==> config.mk <==
export PLATFORM = sky130hd
export DESIGN_NAME = hello_top
export DESIGN_NICKNAME = d
export VERILOG_FILES = /design/src/hello_pkg.sv /design/src/hello_regs.sv /design/src/hello_top.sv /design/src/ocl_slave.sv /design/src/tick_counter.sv /design/src/vled_mask.sv
export SDC_FILE = /design/constraint.sdc
export NUM_CORES = 1
export LEC_CHECK = 0
export ABC_AREA = 1
export BUFFER_PORTS_ARGS = -buffer_cell sky130_fd_sc_hd__clkbuf_2
export CAP_MARGIN = 20
export CORE_ASPECT_RATIO = 1.75
export CORE_MARGIN = 4
export CORE_UTILIZATION = 56
export CTS_CLUSTER_SIZE = 16
export DETAILED_ROUTE_END_ITERATION = 10
export PLACE_DENSITY = 0.87
export SYNTH_ARGS = -nofsm -noshare
export SYNTH_HDL_FRONTEND = slang
export SYNTH_SLANG_ARGS = --single-unit
==> constraint.sdc <==
create_clock -name clk_main_a0 -period 3.5 [get_ports clk_main_a0]
set_input_delay 0 -clock clk_main_a0 [delete_from_list [all_inputs] [get_ports clk_main_a0]]
set_output_delay 0 -clock clk_main_a0 [all_outputs]
set_load 0.01 [all_outputs]
==> src/hello_pkg.sv <==
// Shared widths, OCL register map and FSM encodings; addresses are fixed byte offsets on BAR0
`default_nettype none

package hello_pkg;

  // ------------------------------------------------------------
  // Widths with a meaning of their own
  // ------------------------------------------------------------
  typedef logic [31:0] ocl_addr_t;
  typedef logic [31:0] ocl_data_t;
  typedef logic [1:0]  ocl_resp_t;
  typedef logic [15:0] led_t;
  typedef logic [15:0] cnt_t;
  typedef logic [7:0]  tick_t;

  // One FSM per AXI-Lite direction
  typedef enum logic [1:0] {WR_IDLE, WR_DATA, WR_RESP} wr_state_t;
  typedef enum logic [1:0] {RD_IDLE, RD_LOOKUP, RD_RESP} rd_state_t;

  // ------------------------------------------------------------
  // Register map
  // ------------------------------------------------------------
  localparam ocl_addr_t HELLO_WORLD_ADDR = 32'h0000_0500;
  localparam ocl_addr_t VLED_ADDR        = 32'h0000_0504;
  // Enable bit 0, oneshot bit 1, clear pulse bit 2, tick limit 15:8
  localparam ocl_addr_t CNT_CTRL_ADDR    = 32'h0000_0508;
  localparam ocl_addr_t CNT_LOAD_ADDR    = 32'h0000_050C;
  localparam ocl_addr_t CNT_WMARK_ADDR   = 32'h0000_0510;
  // Read only, count in 15:0 and watermark flag in bit 16
  localparam ocl_addr_t CNT_STATUS_ADDR  = 32'h0000_0514;

  // Returned for every address outside the map
  localparam ocl_data_t UNIMPLEMENTED_VALUE = 32'hDEAD_DEAD;
  localparam ocl_resp_t OCL_RESP_OKAY       = 2'b00;

endpackage

`default_nettype wire

==> src/hello_regs.sv <==
// Write-strobe register file; load and watermark are write only, unknown addresses read 0xDEADDEAD
`default_nettype none
`timescale 1ns/1ps

module hello_regs (
  input  wire logic                 clk_main_a0,
  input  wire logic                 rst_main_n_sync,
  input  wire logic                 reg_wr_en,
  input  wire hello_pkg::ocl_addr_t reg_wr_addr,
  input  wire hello_pkg::ocl_data_t reg_wr_data,
  input  wire hello_pkg::ocl_addr_t reg_rd_addr,
  output hello_pkg::ocl_data_t      reg_rd_data,
  output hello_pkg::ocl_data_t      hello_world,
  output logic                      cnt_enable,
  output logic                      cnt_oneshot,
  output hello_pkg::tick_t          tick_limit,
  output logic                      cnt_load,
  output hello_pkg::cnt_t           cnt_load_value,
  output logic                      cnt_clear,
  output hello_pkg::cnt_t           cnt_watermark,
  input  wire hello_pkg::cnt_t      cnt_value,
  input  wire logic                 cnt_ge_watermark,
  input  wire hello_pkg::led_t      vled_shadow
);

  // Address decode of the current write beat
  logic wr_hello;
  logic wr_ctrl;
  logic wr_load;
  logic wr_wmark;

  assign wr_hello = reg_wr_en && (reg_wr_addr == hello_pkg::HELLO_WORLD_ADDR);
  assign wr_ctrl  = reg_wr_en && (reg_wr_addr == hello_pkg::CNT_CTRL_ADDR);
  assign wr_load  = reg_wr_en && (reg_wr_addr == hello_pkg::CNT_LOAD_ADDR);
  assign wr_wmark = reg_wr_en && (reg_wr_addr == hello_pkg::CNT_WMARK_ADDR);

  // ------------------------------------------------------------
  // Stored registers
  // ------------------------------------------------------------
  always_ff @(posedge clk_main_a0) begin
    if (!rst_main_n_sync) begin
      hello_world    <= '0;
      cnt_enable     <= 1'b0;
      cnt_oneshot    <= 1'b0;
      tick_limit     <= '0;
      cnt_load_value <= '0;
      cnt_watermark  <= '0;
    end else begin
      if (wr_hello) hello_world <= reg_wr_data;
      if (wr_ctrl) begin
        cnt_enable  <= reg_wr_data[0];
        cnt_oneshot <= reg_wr_data[1];
        tick_limit  <= reg_wr_data[15:8];
      end
      if (wr_load) cnt_load_value <= reg_wr_data[15:0];
      if (wr_wmark) cnt_watermark <= reg_wr_data[15:0];
    end
  end

  // Load and clear pulses, high for the cycle after the write
  always_ff @(posedge clk_main_a0) begin
    if (!rst_main_n_sync) begin
      cnt_load  <= 1'b0;
      cnt_clear <= 1'b0;
    end else begin
      cnt_load  <= wr_load;
      cnt_clear <= wr_ctrl && reg_wr_data[2];
    end
  end

  // ------------------------------------------------------------
  // Read mux
  // ------------------------------------------------------------
  always_comb begin
    case (reg_rd_addr)
      // Bytes come back in reverse order
      hello_pkg::HELLO_WORLD_ADDR:
        reg_rd_data = {hello_world[7:0], hello_world[15:8],
                       hello_world[23:16], hello_world[31:24]};
      hello_pkg::VLED_ADDR:
        reg_rd_data = {16'h0000, vled_shadow};
      // Clear is a pulse, reads back as 0
      hello_pkg::CNT_CTRL_ADDR:
        reg_rd_data = {16'h0000, tick_limit, 5'b00000, 1'b0, cnt_oneshot, cnt_enable};
      hello_pkg::CNT_STATUS_ADDR:
        reg_rd_data = {15'h0000, cnt_ge_watermark, cnt_value};
      default:
        reg_rd_data = hello_pkg::UNIMPLEMENTED_VALUE;
    endcase
  end

endmodule

`default_nettype wire

==> src/hello_top.sv <==
// OCL register side of hello world only; reset must already be synchronous to clk_main_a0
`default_nettype none
`timescale 1ns/1ps

module hello_top #(
  parameter int SYNC_STAGES = 2
) (
  input  wire logic                 clk_main_a0,
  input  wire logic                 rst_main_n_sync,
  input  wire logic                 ocl_awvalid,
  input  wire hello_pkg::ocl_addr_t ocl_awaddr,
  output logic                      ocl_awready,
  input  wire logic                 ocl_wvalid,
  input  wire hello_pkg::ocl_data_t ocl_wdata,
  input  wire logic [3:0]           ocl_wstrb,
  output logic                      ocl_wready,
  output logic                      ocl_bvalid,
  output hello_pkg::ocl_resp_t      ocl_bresp,
  input  wire logic                 ocl_bready,
  input  wire logic                 ocl_arvalid,
  input  wire hello_pkg::ocl_addr_t ocl_araddr,
  output logic                      ocl_arready,
  output logic                      ocl_rvalid,
  output hello_pkg::ocl_data_t      ocl_rdata,
  output hello_pkg::ocl_resp_t      ocl_rresp,
  input  wire logic                 ocl_rready,
  input  wire hello_pkg::led_t      status_vdip,
  output hello_pkg::led_t           status_vled
);

  // ------------------------------------------------------------
  // Internal nets
  // ------------------------------------------------------------
  logic                 reg_wr_en;
  hello_pkg::ocl_addr_t reg_wr_addr;
  hello_pkg::ocl_data_t reg_wr_data;
  hello_pkg::ocl_addr_t reg_rd_addr;
  hello_pkg::ocl_data_t reg_rd_data;
  hello_pkg::ocl_data_t hello_world;
  hello_pkg::led_t      vled_shadow;

  // Counter control and status
  logic                 cnt_enable;
  logic                 cnt_oneshot;
  hello_pkg::tick_t     tick_limit;
  logic                 cnt_load;
  hello_pkg::cnt_t      cnt_load_value;
  logic                 cnt_clear;
  hello_pkg::cnt_t      cnt_watermark;
  hello_pkg::cnt_t      cnt_value;
  logic                 cnt_ge_watermark;

  // Bus side
  ocl_slave i_slave (
    .clk_main_a0, .rst_main_n_sync,
    .ocl_awvalid, .ocl_awaddr, .ocl_awready,
    .ocl_wvalid, .ocl_wdata, .ocl_wstrb, .ocl_wready,
    .ocl_bvalid, .ocl_bresp, .ocl_bready,
    .ocl_arvalid, .ocl_araddr, .ocl_arready,
    .ocl_rvalid, .ocl_rdata, .ocl_rresp, .ocl_rready,
    .reg_wr_en, .reg_wr_addr, .reg_wr_data, .reg_rd_addr, .reg_rd_data
  );

  hello_regs i_regs (
    .clk_main_a0, .rst_main_n_sync,
    .reg_wr_en, .reg_wr_addr, .reg_wr_data, .reg_rd_addr, .reg_rd_data,
    .hello_world, .cnt_enable, .cnt_oneshot, .tick_limit,
    .cnt_load, .cnt_load_value, .cnt_clear, .cnt_watermark,
    .cnt_value, .cnt_ge_watermark, .vled_shadow
  );

  tick_counter i_counter (
    .clk_main_a0, .rst_main_n_sync,
    .cnt_enable, .cnt_oneshot, .tick_limit,
    .cnt_load, .cnt_load_value, .cnt_clear, .cnt_watermark,
    .cnt_value, .cnt_ge_watermark
  );

  // LED path
  vled_mask #(
    .SYNC_STAGES(SYNC_STAGES)
  ) i_vled (
    .clk_main_a0, .rst_main_n_sync,
    .hello_world, .status_vdip, .vled_shadow, .status_vled
  );

endmodule

`default_nettype wire

==> src/ocl_slave.sv <==
// Single-beat AXI-Lite slave only; one write and one read in flight, strobes ignored, always OKAY
`default_nettype none
`timescale 1ns/1ps

module ocl_slave (
  input  wire logic                clk_main_a0,
  input  wire logic                rst_main_n_sync,
  input  wire logic                ocl_awvalid,
  input  wire hello_pkg::ocl_addr_t ocl_awaddr,
  output logic                     ocl_awready,
  input  wire logic                ocl_wvalid,
  input  wire hello_pkg::ocl_data_t ocl_wdata,
  input  wire logic [3:0]          ocl_wstrb,
  output logic                     ocl_wready,
  output logic                     ocl_bvalid,
  output hello_pkg::ocl_resp_t     ocl_bresp,
  input  wire logic                ocl_bready,
  input  wire logic                ocl_arvalid,
  input  wire hello_pkg::ocl_addr_t ocl_araddr,
  output logic                     ocl_arready,
  output logic                     ocl_rvalid,
  output hello_pkg::ocl_data_t     ocl_rdata,
  output hello_pkg::ocl_resp_t     ocl_rresp,
  input  wire logic                ocl_rready,
  output logic                     reg_wr_en,
  output hello_pkg::ocl_addr_t     reg_wr_addr,
  output hello_pkg::ocl_data_t     reg_wr_data,
  output hello_pkg::ocl_addr_t     reg_rd_addr,
  input  wire hello_pkg::ocl_data_t reg_rd_data
);

  hello_pkg::wr_state_t wr_state;
  hello_pkg::rd_state_t rd_state;

  // ------------------------------------------------------------
  // Write channel
  // ------------------------------------------------------------
  // Address accepted only when idle
  assign ocl_awready = (wr_state == hello_pkg::WR_IDLE);
  // Data beat accepted as soon as it shows up
  assign ocl_wready  = (wr_state == hello_pkg::WR_DATA) && ocl_wvalid;
  assign ocl_bvalid  = (wr_state == hello_pkg::WR_RESP);
  assign ocl_bresp   = hello_pkg::OCL_RESP_OKAY;

  // Strobe on the data beat itself
  // ocl_wstrb not looked at, full word always written
  assign reg_wr_en   = ocl_wready;
  assign reg_wr_data = ocl_wdata;

  always_ff @(posedge clk_main_a0) begin
    if (!rst_main_n_sync) begin
      wr_state <= hello_pkg::WR_IDLE;
    end else begin
      case (wr_state)
        hello_pkg::WR_IDLE: if (ocl_awvalid) wr_state <= hello_pkg::WR_DATA;
        hello_pkg::WR_DATA: if (ocl_wvalid) wr_state <= hello_pkg::WR_RESP;
        hello_pkg::WR_RESP: if (ocl_bready) wr_state <= hello_pkg::WR_IDLE;
        default:            wr_state <= hello_pkg::WR_IDLE;
      endcase
    end
  end

  // Address held until the next accept
  always_ff @(posedge clk_main_a0) begin
    if (ocl_awvalid && ocl_awready) begin
      reg_wr_addr <= ocl_awaddr;
    end
  end

  // ------------------------------------------------------------
  // Read channel
  // ------------------------------------------------------------
  assign ocl_arready = (rd_state == hello_pkg::RD_IDLE);
  assign ocl_rvalid  = (rd_state == hello_pkg::RD_RESP);
  assign ocl_rresp   = hello_pkg::OCL_RESP_OKAY;

  always_ff @(posedge clk_main_a0) begin
    if (!rst_main_n_sync) begin
      rd_state <= hello_pkg::RD_IDLE;
    end else begin
      case (rd_state)
        hello_pkg::RD_IDLE:   if (ocl_arvalid) rd_state <= hello_pkg::RD_LOOKUP;
        // Single lookup cycle
        hello_pkg::RD_LOOKUP: rd_state <= hello_pkg::RD_RESP;
        hello_pkg::RD_RESP:   if (ocl_rready) rd_state <= hello_pkg::RD_IDLE;
        default:              rd_state <= hello_pkg::RD_IDLE;
      endcase
    end
  end

  // Request captured on accept only, data at end of lookup
  always_ff @(posedge clk_main_a0) begin
    if (ocl_arvalid && ocl_arready) begin
      reg_rd_addr <= ocl_araddr;
    end
    if (rd_state == hello_pkg::RD_LOOKUP) begin
      ocl_rdata <= reg_rd_data;
    end
  end

  // ------------------------------------------------------------
  // Protocol checks
  // ------------------------------------------------------------
  a_bvalid_held: assert property (@(posedge clk_main_a0) disable iff (!rst_main_n_sync)
    ocl_bvalid && !ocl_bready |=> ocl_bvalid);

  a_rdata_stable: assert property (@(posedge clk_main_a0) disable iff (!rst_main_n_sync)
    ocl_rvalid && !ocl_rready |=> $stable(ocl_rdata));

endmodule

`default_nettype wire

==> src/tick_counter.sv <==
// Clear beats load beats counting; oneshot holds the count at 0xFFFF, flag lags the count by 1 cycle
`default_nettype none
`timescale 1ns/1ps

module tick_counter (
  input  wire logic             clk_main_a0,
  input  wire logic             rst_main_n_sync,
  input  wire logic             cnt_enable,
  input  wire logic             cnt_oneshot,
  input  wire hello_pkg::tick_t tick_limit,
  input  wire logic             cnt_load,
  input  wire hello_pkg::cnt_t  cnt_load_value,
  input  wire logic             cnt_clear,
  input  wire hello_pkg::cnt_t  cnt_watermark,
  output hello_pkg::cnt_t       cnt_value,
  output logic                  cnt_ge_watermark
);

  localparam hello_pkg::cnt_t CNT_MAX = '1;

  hello_pkg::tick_t tick_cnt;
  logic             tick;

  // Prescaler wraps here, main count steps once
  assign tick = (tick_cnt >= tick_limit);

  // ------------------------------------------------------------
  // Prescaler and main count
  // ------------------------------------------------------------
  always_ff @(posedge clk_main_a0) begin
    if (!rst_main_n_sync || cnt_clear) begin
      tick_cnt  <= '0;
      cnt_value <= '0;
    end else if (cnt_load) begin
      cnt_value <= cnt_load_value;
    end else if (cnt_enable) begin
      if (tick) begin
        tick_cnt <= '0;
        // Saturate in oneshot, wrap otherwise
        if (!(cnt_oneshot && cnt_value == CNT_MAX)) begin
          cnt_value <= cnt_value + 1'b1;
        end
      end else begin
        tick_cnt <= tick_cnt + 1'b1;
      end
    end
  end

  // Registered watermark compare
  always_ff @(posedge clk_main_a0) begin
    if (!rst_main_n_sync) begin
      cnt_ge_watermark <= 1'b0;
    end else begin
      cnt_ge_watermark <= (cnt_value >= cnt_watermark);
    end
  end

  // No wrap out of saturation unless clear or load
  a_oneshot_hold: assert property (@(posedge clk_main_a0) disable iff (!rst_main_n_sync)
    cnt_oneshot && cnt_value == CNT_MAX && !cnt_clear && !cnt_load |=> cnt_value == CNT_MAX);

endmodule

`default_nettype wire

==> src/vled_mask.sv <==
// DIP inputs are async and pass SYNC_STAGES flops; LED output is registered and reads 0 out of reset
`default_nettype none
`timescale 1ns/1ps

module vled_mask #(
  parameter int SYNC_STAGES = 2
) (
  input  wire logic                 clk_main_a0,
  input  wire logic                 rst_main_n_sync,
  input  wire hello_pkg::ocl_data_t hello_world,
  input  wire hello_pkg::led_t      status_vdip,
  output hello_pkg::led_t           vled_shadow,
  output hello_pkg::led_t           status_vled
);

  // DIP synchronizer chain, last stage is safe to use
  hello_pkg::led_t vdip_sync [SYNC_STAGES];

  always_ff @(posedge clk_main_a0) begin
    if (!rst_main_n_sync) begin
      for (int i = 0; i < SYNC_STAGES; i++) begin
        vdip_sync[i] <= '0;
      end
      vled_shadow <= '0;
      status_vled <= '0;
    end else begin
      vdip_sync[0] <= status_vdip;
      for (int i = 1; i < SYNC_STAGES; i++) begin
        vdip_sync[i] <= vdip_sync[i-1];
      end
      // Shadow of the low hello-world half
      vled_shadow <= hello_world[15:0];
      // Switches gate the LEDs
      status_vled <= vled_shadow & vdip_sync[SYNC_STAGES-1];
    end
  end

endmodule

`default_nettype wire
After elaboration in Yosys (flattened, before gate mapping)
Memories as Yosys holds them, arrays and structs flattened.
Index checks and enable logic that the tools add are counted.
{ "word_totals": {"regBits": 233, "ram_bits": 32, "inputBits": 123, "word_cells": 82, "n_memories": 1} }
{ "op_classes": {"n_addsub": 2, "n_lt_le_gt_ge": 2, "n_eq_ne": 19, "muxes": 17, "n_bitwise": 4, "n_reduce_logical": 19} }
{ "mem_list": {"columns": ["memory", "depth", "width", "read_ports", "rd_clocked_by_memory_dff", "wr", "line", "source"], "rows": [
  ["i_vled.vdip_sync", 2, 16, 2, 0, 2, "vled_mask.sv:17", "hello_pkg::led_t vdip_sync [SYNC_STAGES];"]
]} }
{ "ops": {"columns": ["cell", "count"], "rows": [
  ["$eq A32 B11 Y1 const B", 8],
  ["$pmux W32 S4", 1],
  ["$mux W16", 6],
  ["$add A16 B1 Y16 const B", 1],
  ["$and A16 B16 Y16", 1],
  ["$eq A16 B16 Y1 const B", 1],
  ["$ge A16 B16 Y1", 1],
  ["$pmux W2 S3", 2],
  ["$mux W2", 5],
  ["$logic_and A1 B1 Y1", 9],
  ["$add A8 B1 Y8 const B", 1],
  ["$ge A8 B8 Y1", 1],
  ["$mux W8", 1],
  ["$ne A2 B2 Y1 const B", 4],
  ["$reduce_and A3 Y1", 2],
  ["$eq A2 B1 Y1 const B", 2],
  ["$eq A2 B2 Y1 const B", 2],
  ["$logic_not A2 Y1", 2],
  ["$ne A2 B1 Y1 const B", 2],
  ["$reduce_and A2 Y1", 2],
  ["$reduce_bool A2 Y1", 2],
  ["$mux W1", 2],
  ["$or A1 B1 Y1", 2],
  ["$logic_not A1 Y1", 1],
  ["other kinds (2)", 2]
]} }

Depth between registers and ports, before layout
{ "logic_depth": {"ltp_word": 6, "depth_mapped": 14} }

By module
A second synthesis with hierarchy kept.
{ "hier_totals": {"hier_cells": 1421, "hier_area_um2": 11664.9} }
{ "modules_own_cells": {"columns": ["mod", "instances", "cells_each", "area_each_um2"], "rows": [
  ["hello_regs", 1, 718, 4317.9],
  ["ocl_slave", 1, 163, 3364.5],
  ["tick_counter", 1, 341, 2147.1],
  ["vled_mask", 1, 199, 1835.5]
]} }

Worst setup path after synthesis
OpenSTA, ideal clock, no wires.
{ "synth_path": {"kind": "register to register", "start": "reg i_slave.wr_state[0]", "end": "reg i_slave.reg_wr_addr[0], enable pin", "t_arrival_ns": 2.621, "t_required_ns": 3.039, "setup_slack_ns": 0.418, "stages_incl_launch_ff": 2, "path_buffers": 0, "period_less_slack_ns": 3.082, "path_cell_list": "dfxtp_1 > nor3_1"} }
{ "synth_via": {"elab_chain_cells": 2} }
{ "synth_lines": {"columns": ["item", "line", "source"], "rows": [
  ["start, declared", "ocl_slave.sv:32", "hello_pkg::wr_state_t wr_state;"],
  ["start signal, assigned", "ocl_slave.sv:52", "wr_state <= hello_pkg::WR_IDLE;"],
  ["start signal, assigned", "ocl_slave.sv:55", "hello_pkg::WR_IDLE: if (ocl_awvalid) wr_state <= hello_pkg::WR_DATA;"],
  ["start signal, assigned", "ocl_slave.sv:56", "hello_pkg::WR_DATA: if (ocl_wvalid) wr_state <= hello_pkg::WR_RESP;"],
  ["$logic_not A2 Y1", "ocl_slave.sv:39", "assign ocl_awready = (wr_state == hello_pkg::WR_IDLE);"],
  ["$logic_and A1 B1 Y1", "ocl_slave.sv:65", "if (ocl_awvalid && ocl_awready) begin"],
  ["end signal, assigned", "ocl_slave.sv:66", "reg_wr_addr <= ocl_awaddr;"],
  ["end, declared", "ocl_slave.sv:26", "output hello_pkg::ocl_addr_t reg_wr_addr,"]
]} }
No other way between the ends.
A chain may end at the register's enable or synchronous reset.

Final worst setup path
{ "layout_path": {"start": "reg i_slave.reg_rd_addr[21]", "end": "reg i_slave.ocl_rdata[19], data pin"} }
{ "layout_via": {"elab_chain_cells": 2, "word_cells_on_any_way": 5, "cone_classes": "eq/ne (4); mux (1)"} }
{ "layout_lines": {"columns": ["item", "line", "source"], "rows": [
  ["start, declared", "ocl_slave.sv:28", "output hello_pkg::ocl_addr_t reg_rd_addr,"],
  ["start signal, assigned", "ocl_slave.sv:94", "reg_rd_addr <= ocl_araddr;"],
  ["$eq A32 B11 Y1", "hello_regs.sv:75", "case (reg_rd_addr)"],
  ["$pmux W32 S4 (*)", "hello_regs.sv:75", null],
  ["net i_regs.reg_rd_data[19]", "hello_regs.sv:12", "output hello_pkg::ocl_data_t reg_rd_data,"],
  ["end signal, assigned", "ocl_slave.sv:97", "ocl_rdata <= reg_rd_data;"],
  ["end, declared", "ocl_slave.sv:22", "output hello_pkg::ocl_data_t ocl_rdata,"]
]} }
The timed path passes the listed nets; every way through them passes the cells marked *.

==> results.json <==
{
  "status": "complete, no violations",
  "ioPinCount": 180,
  "die_w_um": 113,
  "fin_cells": 1756,
  "via_count": 9672,
  "numCtsBuffers": 24,
  "grt_overflow": 0,
  "post_cts_resized": 0,
  "ys_warn_count": 0,
  "peakVddDrop_mv": 0.489,
  "dr.pass1.iters": 5,
  "htree_num_levels": 1,
  "synth.area.top_cells": "dfxtp_1 32%, edfxtp_1 27%, nor2_1 8.2%, nand2_1 7.7%, inv_1 4.8%",
  "period_needed_ns": 2.56,
  "via_per_inst": 5.51,
  "synth-edff-count": 96,
  "num_rows": 66,
  "finalCritPeriodShare": 0.731,
  "drt_iter0_drc": 978,
  "syn2layout_area_growth_pct": 27.6,
  "synth_most_common_cell": "nor2_1",
  "hpwlAfterDp_mm": 20.0,
  "seq_area_sq_um": 6270,
  "critPathRequiredTime_ns": 3.83,
  "crit_path_end_kind": "register",
  "relSlewSlack": 0.418,
  "ys_types": 40,
  "synthFlopType": "dfxtp_1",
  "num-nets-final": 1649,
  "drv_cap": 0,
  "coreArea_sq_um": 18700,
  "synth_top_area_share": 0.316,
  "skew_ns": 0.0179,
  "finalHoldViolCount": 0,
  "io_buffers": 171,
  "diodes": 0,
  "postCtsSetupRepairBufs": 0,
  "min-delay-path-class": "in -> reg",
  "grt_pass1_wl_mm": 50.2,
  "p_leak_uw": 0.00585,
  "fmax_mhz": 391,
  "synth-async-reset-ratio": 0,
  "grt_usage": 0.297,
  "clock_path_buffers": 3,
  "layout-drive-gt1-share": 0.161,
  "clock_latency_ns": 0.52,
  "cts-root-buf": "clkbuf_16",
  "grt_max_degree": 75,
  "clk_pin_slew_ns": 0.07,
  "yosys.area.top_type": "dfxtp_1",
  "cp.arrival_ns": 2.88,
  "worstMarginPinSlew_ns": 0.872,
  "rsz0062_at_grt": "no",
  "synth_common_cells": "234 x nor2_1, 219 x nand2_1, 169 x dfxtp_1",
  "r2r_cells": 7,
  "cts_hold_buf": 117,
  "clkSinkCount": 265,
  "seq_area_frac_synth": 0.585,
  "fin_ws_ns": 0.942,
  "initial_core_util": 0.574,
  "path_max_fanout": 15,
  "ys_seq_elements": 265,
  "drc_errors": 0,
  "powerDensity_nw_per_um2": 473,
  "avgSynthCellArea_sq_um": 8.74,
  "syn-cell-area_sq_um": 10700,
  "grt_pass1_vias": 9651,
  "place_ws_ns": 1.13,
  "hold_depth": 4,
  "place.gp.congestion": 0.900,
  "wl_per_cell_um": 18.5,
  "place_inst": 1595,
  "fillers": 1284,
  "fin_setup_tns_ns": 0,
  "worst-setup-path-type": "reg -> reg",
  "die_area_sq_um": 21500,
  "wl_mm": 32.5,
  "final_antenna_net_count": 0,
  "antenna_found_initial": 0,
  "startpoint_type": "register",
  "postSynthCellCount": 1226,
  "finalMaxSlewViolations": 0,
  "setup_viol": 0,
  "cts_tree": "yes",
  "dieHeight_um": 191,
  "multi_input_comb_area_sq_um": 3640
}
==> final timing paths <==
path / from / slack [ns] / end
hold / removal: rst_main_n_sync / 0.09 / i_vled.vled_shadow[8]$_SDFF_PN0_
setup reg to reg: i_slave.reg_rd_addr[21]$_DFFE_PP_ / 0.94 / i_slave.ocl_rdata[19]$_DFFE_PN_
setup / recovery: i_slave.reg_rd_addr[21]$_DFFE_PP_ / 0.94 / i_slave.ocl_rdata[19]$_DFFE_PN_
hold reg to reg: i_vled.vdip_sync[0][6]$_SDFF_PN0_ / 0.41 / i_vled.vdip_sync[0][22]$_SDFF_PN0_
==> flip-flops by register name, indices dropped and copies added (netlist names), 2 cells and up <==
| name | count |
|---|---|
| i_counter.tick_cnt | 8 |
| i_slave.ocl_rdata | 32 |
| i_vled.status_vled | 16 |
| i_slave.rd_state | 2 |
| i_slave.reg_wr_addr | 32 |
| i_slave.wr_state | 2 |
| i_slave.reg_rd_addr | 32 |
| i_regs.cnt_watermark | 16 |
| i_regs.cnt_load_value | 16 |
| i_vled.vled_shadow | 16 |
| i_regs.hello_world | 32 |
| i_counter.cnt_value | 16 |
| i_regs.tick_limit | 8 |
| i_vled.vdip_sync | 32 |
==> power by group <==
group	internal, uW	total, uW	switching [uW]
combinational	179	392	213
clock	1570	2740	1170
sequential	3290	3330	40.7
total	5040	6460	1420
==> layer usage <==
metal / GRT usage / share of wire
met5: 0 / 0
met4: 0.133 / 0.050
met3: 0.0494 / 0.081
met2: 0.573 / 0.55
met1: 0.307 / 0.32
==> cells in the final DEF, fill, tap and decap left out, types with 2 or more instances in the layout <==
cell type,synthesis,layout
clkbuf_2,0,170
nor2_2,5,5
nand2_1,219,219
nand2_2,5,5
bufinv_16,0,2
inv_6,0,2
a21oi_1,41,41
clkbuf_16,0,25
inv_1,137,137
clkinv_2,1,3
clkbuf_8,0,5
dfxtp_1,169,169
clkinvlp_4,0,2
nor3_2,1,3
nor3b_1,2,2
edfxtp_1,96,96
nand3b_1,2,2
nor3_1,12,10
nand4_1,32,32
o21ai_0,96,96
nor2_1,234,234
buf_4,6,9
inv_2,5,5
conb_1,1,4
xor2_1,5,5
nand3_1,66,66
clkbuf_1,33,4
xnor2_1,2,2
o21bai_1,2,2
ha_1,26,26
clkinv_1,1,2
or2_4,2,2
dlygate4sd3_1,0,117
==> per-stage QoR <==
stage / hold slack, ns / total power [uW] / instance area (sq um) / utilization
2_1_floorplan: 0.0976 / 3510 / 10700 / -
3_3_place_gp: 0.177 / 3630 / 11700 / 0.625
3_5_place_dp: 0.179 / 3640 / 11700 / 0.625
4_1_cts: 0.0648 / 6410 / 13700 / 0.732
5_1_grt: 0.111 / 6620 / 13700 / 0.732
6_report: 0.0891 / 6460 / 13700 / 0.732
==> critical path, cell delays in order (launching register included) <==
cell	delay, ns
edfxtp_1	0.41
nor2_1	0.15
nand2_1	0.09
nor2_1	0.13
nand2_1	0.11
nor2_2	0.51
nand3_1	0.56
o21ai_1	0.40
==> area by class of cell <==
cell class | instances | area share
timing repair buffer | 297 | 0.153
tap | 238 | 0.0218
clock buffer | 34 | 0.0519
sequential | 265 | 0.458
inverter | 144 | 0.0396
clock inverter | 10 | 0.00842
multi-input combinational | 768 | 0.267
==> cells by family after synthesis <==
family / synth area share
XOR/XNOR: 0.00572
buffers and inverters: 0.0771
flip-flops: 0.585
AO/OA/AOI/OAI: 0.0687
other: 0.000350
adder cells (fa/ha/maj): 0.0304
AND/OR/NAND/NOR: 0.233
(Power assumes the default switching activity.)
